$ cat config.mk
export PLATFORM = sky130hd
export DESIGN_NAME = cia_8520
export DESIGN_NICKNAME = d
export VERILOG_FILES = /design/src/rtl/cia_pkg.sv /design/src/rtl/cia_ports_sdr.sv /design/src/rtl/cia_timer_a.sv /design/src/rtl/cia_timer_b.sv /design/src/rtl/cia_tod.sv /design/src/rtl/cia_int.sv /design/src/rtl/cia_8520.sv
export SDC_FILE = /design/constraint.sdc
export NUM_CORES = 1
export LEC_CHECK = 0
export ABC_AREA = 1
export BUFFER_PORTS_ARGS = -buffer_cell sky130_fd_sc_hd__buf_2
export CAP_MARGIN = 20
export CORE_ASPECT_RATIO = 1.4
export CORE_UTILIZATION = 50
export CTS_BUF_LIST = sky130_fd_sc_hd__clkbuf_4
export DETAILED_ROUTE_END_ITERATION = 10
export PLACE_DENSITY = 0.77
export SLEW_MARGIN = 20
export SYNTH_ARGS = -nofsm -noshare
export SYNTH_HDL_FRONTEND = slang
export SYNTH_HIERARCHICAL = 1
export SYNTH_SLANG_ARGS = --single-unit
$ cat constraint.sdc
create_clock -name clk -period 4.5 [get_ports clk]
set_input_delay 0.45 -clock clk [delete_from_list [all_inputs] [get_ports clk]]
set_output_delay 0.45 -clock clk [all_outputs]
set_load 0.01 [all_outputs]
$ cat src/rtl/cia_pkg.sv
package cia_pkg;

  // register map, one 4-bit address per register
  localparam logic [3:0] addr_pra     = 4'h0;
  localparam logic [3:0] addr_prb     = 4'h1;
  localparam logic [3:0] addr_ddra    = 4'h2;
  localparam logic [3:0] addr_ddrb    = 4'h3;
  localparam logic [3:0] addr_talo    = 4'h4;
  localparam logic [3:0] addr_tahi    = 4'h5;
  localparam logic [3:0] addr_tblo    = 4'h6;
  localparam logic [3:0] addr_tbhi    = 4'h7;
  localparam logic [3:0] addr_tod_lo  = 4'h8;
  localparam logic [3:0] addr_tod_mid = 4'h9;
  localparam logic [3:0] addr_tod_hi  = 4'ha;
  // 0xb is not decoded and reads as zero
  localparam logic [3:0] addr_sdr     = 4'hc;
  localparam logic [3:0] addr_icr     = 4'hd;
  localparam logic [3:0] addr_cra     = 4'he;
  localparam logic [3:0] addr_crb     = 4'hf;

  // control register bits, shared by cra and crb
  localparam int cr_start   = 0;
  localparam int cr_oneshot = 3;
  localparam int cr_load    = 4;
  localparam int cra_spmode = 6;
  localparam int crb_inmode = 5;
  localparam int crb_alarm  = 7;

  // interrupt sources and the summary bit
  localparam int icr_ta    = 0;
  localparam int icr_tb    = 1;
  localparam int icr_alrm  = 2;
  localparam int icr_sp    = 3;
  localparam int icr_ir    = 7;
  localparam int icr_src_w = 4;

  // same byte, decoded as a mask write or built as a status read
  typedef union packed {
    struct packed {
      logic                        set_clr;
      logic [icr_ir-icr_src_w-1:0] unused;
      logic [icr_src_w-1:0]        mask;
    } wr;
    struct packed {
      logic                        ir;
      logic [icr_ir-icr_src_w-1:0] unused;
      logic [icr_src_w-1:0]        flags;
    } rd;
  } icr_word_u;

endpackage

$ cat src/rtl/cia_ports_sdr.sv
`timescale 1ns/1ps

module cia_ports_sdr (
  input  logic       clk,
  input  logic       reset,
  input  logic [7:0] dat_w,
  input  logic       wr_pra,
  input  logic       wr_prb,
  input  logic       wr_ddra,
  input  logic       wr_ddrb,
  input  logic       wr_sdr,
  input  logic       rd_sdr,
  input  logic       spmode,
  input  logic       ta_ovf,
  input  logic       key_valid,
  input  logic [7:0] key_code,
  input  logic [7:0] pa_in,
  output logic [7:0] pa_out,
  output logic [7:0] pb_out,
  output logic [7:0] pra_q,
  output logic [7:0] prb_q,
  output logic [7:0] ddra_q,
  output logic [7:0] ddrb_q,
  output logic [7:0] sdr_q,
  output logic       keyack,
  output logic       sp_event
);

  logic [7:0] pra;
  logic [7:0] prb;
  logic [7:0] ddra;
  logic [7:0] ddrb;
  logic [7:0] pa_in_q;
  logic [7:0] sdr;
  logic       ser_run;
  logic [3:0] ser_cnt;
  logic       ser_done;

  always_ff @(posedge clk) begin
    if (reset) begin
      pra  <= 8'h00;
      prb  <= 8'h00;
      ddra <= 8'h00;
      ddrb <= 8'h00;
    end else begin
      if (wr_pra)
        pra <= dat_w;
      if (wr_prb)
        prb <= dat_w;
      if (wr_ddra)
        ddra <= dat_w;
      if (wr_ddrb)
        ddrb <= dat_w;
    end
  end

  // input pins sampled once before they reach the read path
  always_ff @(posedge clk) begin
    pa_in_q <= pa_in;
  end

  // pins float high unless driven as outputs
  assign pa_out = ~ddra | pra;
  assign pb_out = ~ddrb | prb;

  assign pra_q  = (ddra & pa_out) | (~ddra & pa_in_q);
  assign prb_q  = pb_out;
  assign ddra_q = ddra;
  assign ddrb_q = ddrb;

  // keyboard delivers the code rotated one step and inverted
  always_ff @(posedge clk) begin
    if (reset) begin
      sdr <= 8'h00;
    end else if (key_valid) begin
      sdr <= ~{key_code[6:0], key_code[7]};
    end else if (wr_sdr) begin
      sdr <= dat_w;
    end
  end

  assign sdr_q  = sdr;
  assign keyack = rd_sdr;

  // serial output, one bit per timer A underflow
  always_ff @(posedge clk) begin
    if (reset || !spmode) begin
      ser_run <= 1'b0;
    end else if (wr_sdr) begin
      ser_run <= 1'b1;
    end else if (ser_done) begin
      ser_run <= 1'b0;
    end
  end

  always_ff @(posedge clk) begin
    if (reset || !ser_run) begin
      ser_cnt <= 4'd0;
    end else if (ta_ovf) begin
      ser_cnt <= ser_cnt + 4'd1;
    end
  end

  // sixteenth underflow shifts out the last bit
  assign ser_done = ser_run & (&ser_cnt) & ta_ovf;
  assign sp_event = key_valid | ser_done;

endmodule

$ cat src/rtl/cia_timer_a.sv
`timescale 1ns/1ps

module cia_timer_a import cia_pkg::*; (
  input  logic        clk,
  input  logic        reset,
  input  logic        eclk,
  input  logic [7:0]  dat_w,
  input  logic        wr_lo,
  input  logic        wr_hi,
  input  logic        wr_cr,
  output logic [15:0] cnt_q,
  output logic [7:0]  cr_q,
  output logic        spmode,
  output logic        ta_ovf
);

  logic [15:0] latch;
  logic [15:0] cnt;
  logic [7:0]  cr;
  logic        count_en;

  assign count_en = eclk & cr[cr_start];
  assign ta_ovf   = count_en & (cnt == 16'h0000);

  always_ff @(posedge clk) begin
    if (reset) begin
      latch <= 16'hffff;
      cnt   <= 16'hffff;
      cr    <= 8'h00;
    end else begin
      if (count_en) begin
        if (cnt == 16'h0000) begin
          cnt <= latch;
          if (cr[cr_oneshot])
            cr[cr_start] <= 1'b0;
        end else begin
          cnt <= cnt - 16'd1;
        end
      end
      if (wr_lo)
        latch[7:0] <= dat_w;
      // high byte write reloads a stopped timer
      if (wr_hi) begin
        latch[15:8] <= dat_w;
        if (!cr[cr_start])
          cnt <= {dat_w, latch[7:0]};
      end
      if (wr_cr) begin
        cr          <= dat_w;
        cr[cr_load] <= 1'b0;
        if (dat_w[cr_load])
          cnt <= latch;
      end
    end
  end

  assign cnt_q  = cnt;
  assign cr_q   = cr;
  assign spmode = cr[cra_spmode];

endmodule

$ cat src/rtl/cia_timer_b.sv
`timescale 1ns/1ps

module cia_timer_b import cia_pkg::*; (
  input  logic        clk,
  input  logic        reset,
  input  logic        eclk,
  input  logic        ta_ovf,
  input  logic [7:0]  dat_w,
  input  logic        wr_lo,
  input  logic        wr_hi,
  input  logic        wr_cr,
  output logic [15:0] cnt_q,
  output logic [7:0]  cr_q,
  output logic        tb_ovf
);

  logic [15:0] latch;
  logic [15:0] cnt;
  logic [7:0]  cr;
  logic        tick;
  logic        count_en;

  // cascade mode counts timer A underflows
  assign tick     = cr[crb_inmode] ? ta_ovf : eclk;
  assign count_en = tick & cr[cr_start];
  assign tb_ovf   = count_en & (cnt == 16'h0000);

  always_ff @(posedge clk) begin
    if (reset) begin
      latch <= 16'hffff;
      cnt   <= 16'hffff;
      cr    <= 8'h00;
    end else begin
      if (tb_ovf) begin
        cnt <= latch;
        if (cr[cr_oneshot])
          cr[cr_start] <= 1'b0;
      end else if (count_en) begin
        cnt <= cnt - 16'd1;
      end
      if (wr_lo)
        latch[7:0] <= dat_w;
      if (wr_hi) begin
        latch[15:8] <= dat_w;
        if (!cr[cr_start])
          cnt <= {dat_w, latch[7:0]};
      end
      // load strobe acts once and is not kept
      if (wr_cr) begin
        cr          <= dat_w;
        cr[cr_load] <= 1'b0;
        if (dat_w[cr_load])
          cnt <= latch;
      end
    end
  end

  assign cnt_q = cnt;
  assign cr_q  = cr;

endmodule

$ cat src/rtl/cia_tod.sv
`timescale 1ns/1ps

module cia_tod (
  input  logic        clk,
  input  logic        reset,
  input  logic        tod_tick,
  input  logic        alarm_sel,
  input  logic [7:0]  dat_w,
  input  logic        wr_lo,
  input  logic        wr_mid,
  input  logic        wr_hi,
  input  logic        rd_lo,
  input  logic        rd_hi,
  output logic [23:0] tod_q,
  output logic        alarm
);

  logic        tick_d;
  logic        tick_rise;
  logic        halt;
  logic        frozen;
  logic        changed;
  logic [23:0] cnt;
  logic [23:0] alm;
  logic [23:0] rd_latch;

  assign tick_rise = tod_tick & ~tick_d;

  always_ff @(posedge clk) begin
    if (reset) begin
      tick_d  <= 1'b0;
      halt    <= 1'b0;
      frozen  <= 1'b0;
      changed <= 1'b0;
      alarm   <= 1'b0;
      cnt     <= 24'h000000;
      alm     <= 24'h000000;
    end else begin
      tick_d  <= tod_tick;
      changed <= 1'b0;
      // compare one cycle behind each count update
      alarm   <= changed & (cnt == alm);
      if (tick_rise && !halt) begin
        cnt     <= cnt + 24'd1;
        changed <= 1'b1;
      end
      if (alarm_sel) begin
        if (wr_lo)
          alm[7:0] <= dat_w;
        if (wr_mid)
          alm[15:8] <= dat_w;
        if (wr_hi)
          alm[23:16] <= dat_w;
      end else begin
        // count stops from high byte write to low byte write
        if (wr_lo) begin
          cnt[7:0] <= dat_w;
          halt     <= 1'b0;
          changed  <= 1'b1;
        end
        if (wr_mid) begin
          cnt[15:8] <= dat_w;
          changed   <= 1'b1;
        end
        if (wr_hi) begin
          cnt[23:16] <= dat_w;
          halt       <= 1'b1;
          changed    <= 1'b1;
        end
      end
      if (rd_hi)
        frozen <= 1'b1;
      else if (rd_lo)
        frozen <= 1'b0;
    end
  end

  // snapshot taken by the first high byte read
  always_ff @(posedge clk) begin
    if (rd_hi && !frozen) begin
      rd_latch <= cnt;
    end
  end

  assign tod_q = frozen ? rd_latch : cnt;

endmodule

$ cat src/rtl/cia_int.sv
`timescale 1ns/1ps

module cia_int import cia_pkg::*; (
  input  logic       clk,
  input  logic       reset,
  input  logic [7:0] dat_w,
  input  logic       wr_icr,
  input  logic       rd_icr,
  input  logic       ta,
  input  logic       tb,
  input  logic       alrm,
  input  logic       sp,
  output logic [7:0] icr_q,
  output logic       irq
);

  logic [icr_src_w-1:0] flags;
  logic [icr_src_w-1:0] mask;
  logic [icr_src_w-1:0] src;
  icr_word_u            wr_word;
  icr_word_u            rd_word;

  always_comb begin
    src           = '0;
    src[icr_ta]   = ta;
    src[icr_tb]   = tb;
    src[icr_alrm] = alrm;
    src[icr_sp]   = sp;
  end

  assign wr_word = dat_w;

  always_ff @(posedge clk) begin
    if (reset) begin
      mask <= '0;
    end else if (wr_icr) begin
      if (wr_word.wr.set_clr)
        mask <= mask | wr_word.wr.mask;
      else
        mask <= mask & ~wr_word.wr.mask;
    end
  end

  // sticky flags, a read clears all but a new event
  always_ff @(posedge clk) begin
    if (reset) begin
      flags <= '0;
    end else if (rd_icr) begin
      flags <= src;
    end else begin
      flags <= flags | src;
    end
  end

  assign irq = |(flags & mask);

  always_comb begin
    rd_word          = '0;
    rd_word.rd.ir    = irq;
    rd_word.rd.flags = flags;
  end

  assign icr_q = rd_word;

endmodule

$ cat src/rtl/cia_8520.sv
`timescale 1ns/1ps

module cia_8520 import cia_pkg::*; (
  input  logic       clk,
  input  logic       reset,
  input  logic       cyc,
  input  logic       stb,
  input  logic       we,
  input  logic [3:0] adr,
  input  logic [7:0] dat_w,
  output logic [7:0] dat_r,
  output logic       ack,
  input  logic [7:0] pa_in,
  input  logic       eclk,
  input  logic       tod_tick,
  input  logic       key_valid,
  input  logic [7:0] key_code,
  output logic [7:0] pa_out,
  output logic [7:0] pb_out,
  output logic       keyack,
  output logic       irq
);

  logic        access;
  logic        wr_en;
  logic        rd_en;
  logic [7:0]  rd_mux;
  logic [7:0]  pra_q;
  logic [7:0]  prb_q;
  logic [7:0]  ddra_q;
  logic [7:0]  ddrb_q;
  logic [7:0]  sdr_q;
  logic [7:0]  icr_q;
  logic [7:0]  cra_q;
  logic [7:0]  crb_q;
  logic [15:0] ta_q;
  logic [15:0] tb_q;
  logic [23:0] tod_q;
  logic        spmode;
  logic        ta_ovf;
  logic        tb_ovf;
  logic        alarm;
  logic        sp_event;

  // one transfer per strobe, held off while ack is up
  assign access = cyc & stb & ~ack;
  assign wr_en  = access & we;
  assign rd_en  = access & ~we;

  always_ff @(posedge clk) begin
    if (reset) begin
      ack <= 1'b0;
    end else begin
      ack <= access;
    end
  end

  always_comb begin
    case (adr)
      addr_pra:     rd_mux = pra_q;
      addr_prb:     rd_mux = prb_q;
      addr_ddra:    rd_mux = ddra_q;
      addr_ddrb:    rd_mux = ddrb_q;
      addr_talo:    rd_mux = ta_q[7:0];
      addr_tahi:    rd_mux = ta_q[15:8];
      addr_tblo:    rd_mux = tb_q[7:0];
      addr_tbhi:    rd_mux = tb_q[15:8];
      addr_tod_lo:  rd_mux = tod_q[7:0];
      addr_tod_mid: rd_mux = tod_q[15:8];
      addr_tod_hi:  rd_mux = tod_q[23:16];
      addr_sdr:     rd_mux = sdr_q;
      addr_icr:     rd_mux = icr_q;
      addr_cra:     rd_mux = cra_q;
      addr_crb:     rd_mux = crb_q;
      default:      rd_mux = 8'h00;
    endcase
  end

  // read data captured with the edge that raises ack
  always_ff @(posedge clk) begin
    if (rd_en) begin
      dat_r <= rd_mux;
    end
  end

  cia_ports_sdr i_cia_ports_sdr (
    .clk       (clk),
    .reset     (reset),
    .dat_w     (dat_w),
    .wr_pra    (wr_en & (adr == addr_pra)),
    .wr_prb    (wr_en & (adr == addr_prb)),
    .wr_ddra   (wr_en & (adr == addr_ddra)),
    .wr_ddrb   (wr_en & (adr == addr_ddrb)),
    .wr_sdr    (wr_en & (adr == addr_sdr)),
    .rd_sdr    (rd_en & (adr == addr_sdr)),
    .spmode    (spmode),
    .ta_ovf    (ta_ovf),
    .key_valid (key_valid),
    .key_code  (key_code),
    .pa_in     (pa_in),
    .pa_out    (pa_out),
    .pb_out    (pb_out),
    .pra_q     (pra_q),
    .prb_q     (prb_q),
    .ddra_q    (ddra_q),
    .ddrb_q    (ddrb_q),
    .sdr_q     (sdr_q),
    .keyack    (keyack),
    .sp_event  (sp_event)
  );

  cia_timer_a i_cia_timer_a (
    .clk    (clk),
    .reset  (reset),
    .eclk   (eclk),
    .dat_w  (dat_w),
    .wr_lo  (wr_en & (adr == addr_talo)),
    .wr_hi  (wr_en & (adr == addr_tahi)),
    .wr_cr  (wr_en & (adr == addr_cra)),
    .cnt_q  (ta_q),
    .cr_q   (cra_q),
    .spmode (spmode),
    .ta_ovf (ta_ovf)
  );

  cia_timer_b i_cia_timer_b (
    .clk    (clk),
    .reset  (reset),
    .eclk   (eclk),
    .ta_ovf (ta_ovf),
    .dat_w  (dat_w),
    .wr_lo  (wr_en & (adr == addr_tblo)),
    .wr_hi  (wr_en & (adr == addr_tbhi)),
    .wr_cr  (wr_en & (adr == addr_crb)),
    .cnt_q  (tb_q),
    .cr_q   (crb_q),
    .tb_ovf (tb_ovf)
  );

  cia_tod i_cia_tod (
    .clk       (clk),
    .reset     (reset),
    .tod_tick  (tod_tick),
    .alarm_sel (crb_q[crb_alarm]),
    .dat_w     (dat_w),
    .wr_lo     (wr_en & (adr == addr_tod_lo)),
    .wr_mid    (wr_en & (adr == addr_tod_mid)),
    .wr_hi     (wr_en & (adr == addr_tod_hi)),
    .rd_lo     (rd_en & (adr == addr_tod_lo)),
    .rd_hi     (rd_en & (adr == addr_tod_hi)),
    .tod_q     (tod_q),
    .alarm     (alarm)
  );

  cia_int i_cia_int (
    .clk    (clk),
    .reset  (reset),
    .dat_w  (dat_w),
    .wr_icr (wr_en & (adr == addr_icr)),
    .rd_icr (rd_en & (adr == addr_icr)),
    .ta     (ta_ovf),
    .tb     (tb_ovf),
    .alrm   (alarm),
    .sp     (sp_event),
    .icr_q  (icr_q),
    .irq    (irq)
  );

endmodule

==> metrics.txt <==
status finished clean; IO buf count 62; NumNets Final 1985; LEAKAGE 0.006611 uW; number of synthesized flops with an enable pin 32; clk sink count 225; CTS tree yes; most frequent cells in the layout nand2_1, inv_1, nand3_1; Core ar. 0.02459 mm2; placed cell areas 0.01295 mm2; Fill cells 2352; initial antenna violation count 1; share of cells above drive strength 1 12.44%; multiplexer share of the synthesized area 0.09008%; largest net degree at the start of global routing 42; area fraction of the dominant cell type after synthesis 30.91%; Switching Power 1072 uW; largest family of logic cells by synthesized area simple AND/OR/NAND/NOR gates; Setup crit end i_cia_timer_a/cnt_q[3]; Synth Area in Simple Gates 34.96%; P&R area growth vs syn 9.939%; Yosys reg bits 225; synth warn 6; Design Area, Final 0.01374 mm2; clk slew on worst S/H paths 70 ps; Post-DP HPWL 26910 um; Mean Syn Cell Area 6.685 um2; Slew Viols, Final 0; RePlAce Congestion 0.9405; PD cells 295.0 mW/mm2; Sequential Power Share 51.4%; final hold violation count 0; Rows 68; Async SR Flop Fraction 0%; slew margin rel. 39.98%; DRT Pass-1 Iters 5; WP data arrival 3460 ps; Final min period 2911 ps; xor/xnor share of the synthesized area 1.822%; CP endpoint kind flip-flop; Max Cap Viol 0; post-DR wirelength/cell 16.59 um; RSZ-0062 raised after global routing no; Ports 63; H-Tree Level Count 2; drt first-iter violations 1036; Setup crit start kind flip-flop; clock insertion delay at the later pin of the skew report 710 ps; Via density 5.377; FF-to-FF path depth 9; max frequency 343.5 MHz; Clock power frac 41.7%; R2R Path End i_cia_timer_a/cnt_q[3]; DIE WIDTH 135.6 um; r2r startpoint ack; Worst Setup SP ack; Slew @ Worst Pin 899.4 ps; combinational fraction of design power 6.9%; VDD IR max 289.0 uV; Worst EP required 5050 ps; Post-Syn Instances 1870; most common cell after layout, fill and taps aside nand2_1; post-synth cell types 51; initial core utilization 50.84%; Post-Synth Adder-Cell Area 0.6005%; worst clock skew 24.93 ps; Inserted Clock Buffers 55; reg-to-reg setup timing slack 1590 ps; Synth Area in Compound Gates 12.16%; total negative slack 0 ps; chip height 189.1 um; clock root cell clkbuf_4; post-route antenna net violation count 0; buffer depth of the longest clock path 3; ys flop type dfxtp_1; Mapped Area 0.01250 mm2; hold crit path type input pin to flip-flop; via count 12380; die area 0.02565 mm2; first-pass GRT wire length 59750 um; maximum fanout along the worst path 18; Congestion Overflow GR 0; Yosys top cell by area dfxtp_1; Routed WL 38190 um; Residual DRC 0; number of global-route vias before repair 11830; synth top area cells dfxtp_1, nand2_1, nand3_1; Setup-failing EPs final 0; Final Cycle Share 64.69%; Pint 2982 uW; WS Path Type flip-flop to flip-flop; Seq/Total Area, Yosys 38.59%; gr usage total 30.18%; Sw Ratio 26.44%
==> worst min path at each step <==
stage | depth (start not counted) | to | start | slack [ps]
6_report | 5 | ack | stb | 80
5_1_grt | 5 | ack | stb | 90
4_1_cts | 5 | ack | stb | 40
3_5_place_dp | 2 | i_cia_int/flags[2] | i_cia_tod/alarm | 440
3_3_place_gp | 2 | i_cia_int/flags[2] | i_cia_tod/alarm | 440
2_1_floorplan | 2 | i_cia_int/flags[2] | i_cia_tod/alarm | 410
==> cells by family (layout without fill, tap and decap cells) <==
family          Yosys count  after routing
other cells               3              7
compound gates          274            274
buf+inv                 350            463
fa+ha+maj                 6              6
flops                   225            225
xor+xnor                 26             26
mux                       1              1
simple gates            985            985
==> timing repair <==
item,4_1_cts,5_1_grt
gates resized for setup,0,0
setup buffers,0,0
endpoints found under the hold margin,9,0
hold buffers,9,0
==> stage by stage <==
step	util [%]	power, uW	hold slack [ps]	instances	setup slack, ps
finish	55.89	4054	81.11	2302	1589
global route	55.88	4210	88.27	2301	1362
global placement	52.65	2388	436.9	2192	1479
detailed placement	52.65	2393	438.4	2192	1390
floorplan	-	2282	413.0	1872	1691
CTS	55.83	4071	39.35	2300	1636
==> layout make-up <==
| class | instances | area (um2) | share of cell area [%] |
|---|---|---|---|
| multi-input cells | 1297 | 6254 | 45.50 |
| flip-flops and latches | 225 | 4825 | 35.11 |
| inverters | 274 | 1031 | 7.502 |
| clock buffers | 83 | 623.1 | 4.534 |
| repair buffers | 90 | 543.0 | 3.951 |
| well taps | 315 | 394.1 | 2.868 |
| clock inverters | 16 | 68.82 | 0.5007 |
| diodes | 2 | 5.005 | 0.03642 |
==> sequential cells by signal, indices dropped and copies added (netlist names), 4 cells and up, named ones only <==
register	flops
i_cia_ports_sdr/pa_in_q	8
i_cia_timer_b/latch	16
i_cia_ports_sdr/prb	8
i_cia_ports_sdr/pra	8
i_cia_ports_sdr/ser_cnt	4
i_cia_timer_a/cnt_q	16
i_cia_timer_a/latch	16
i_cia_tod/alm	24
i_cia_timer_b/cr_q	7
i_cia_tod/rd_latch	24
i_cia_timer_a/cr_q	7
i_cia_ports_sdr/sdr_q	8
i_cia_timer_b/cnt_q	16
i_cia_ports_sdr/ddra_q	8
i_cia_ports_sdr/ddrb_q	8
dat_r	8
i_cia_tod/cnt	24
i_cia_int/flags	4
==> cell usage after synthesis (15+ instances only) <==
library cell  number
nand2_1          476
inv_1            260
nand3_1          221
nor2_1           197
dfxtp_1          193
o21ai_0          167
a21oi_1           58
buf_2             33
edfxtp_1          32
clkbuf_1          19
buf_4             18
nor2_2            17
xnor2_1           15
==> critical path: stages (launching register included) <==
cell      delay, ps
dfxtp_1         310
nor2_1          130
nand2_1         330
nor3_1          720
nand2_1         570
a21boi_2        350
o21ai_4         120
inv_4            80
nand2_1          80
nand3_1          60
==> metal layers <==
metal	global-route usage (%)	vias to the layer above	routed length [um]
met5	0	-	0
met4	19.53	0	2225
met3	4.257	137	2156
met2	52.34	468	18860
met1	34.22	5656	14950
li1	-	6117	-
==> power by group through the flow <==
stage               clock (uW)  combinational (uW)  sequential, uW
global route              1820                 305            2080
CTS                       1720                 273            2080
global placement             0                 262            2130
floorplan                    0                 163            2120
detailed placement           0                 267            2130
finish                    1690                 282            2080
Note: power is estimated with default switching activity, not from simulation.
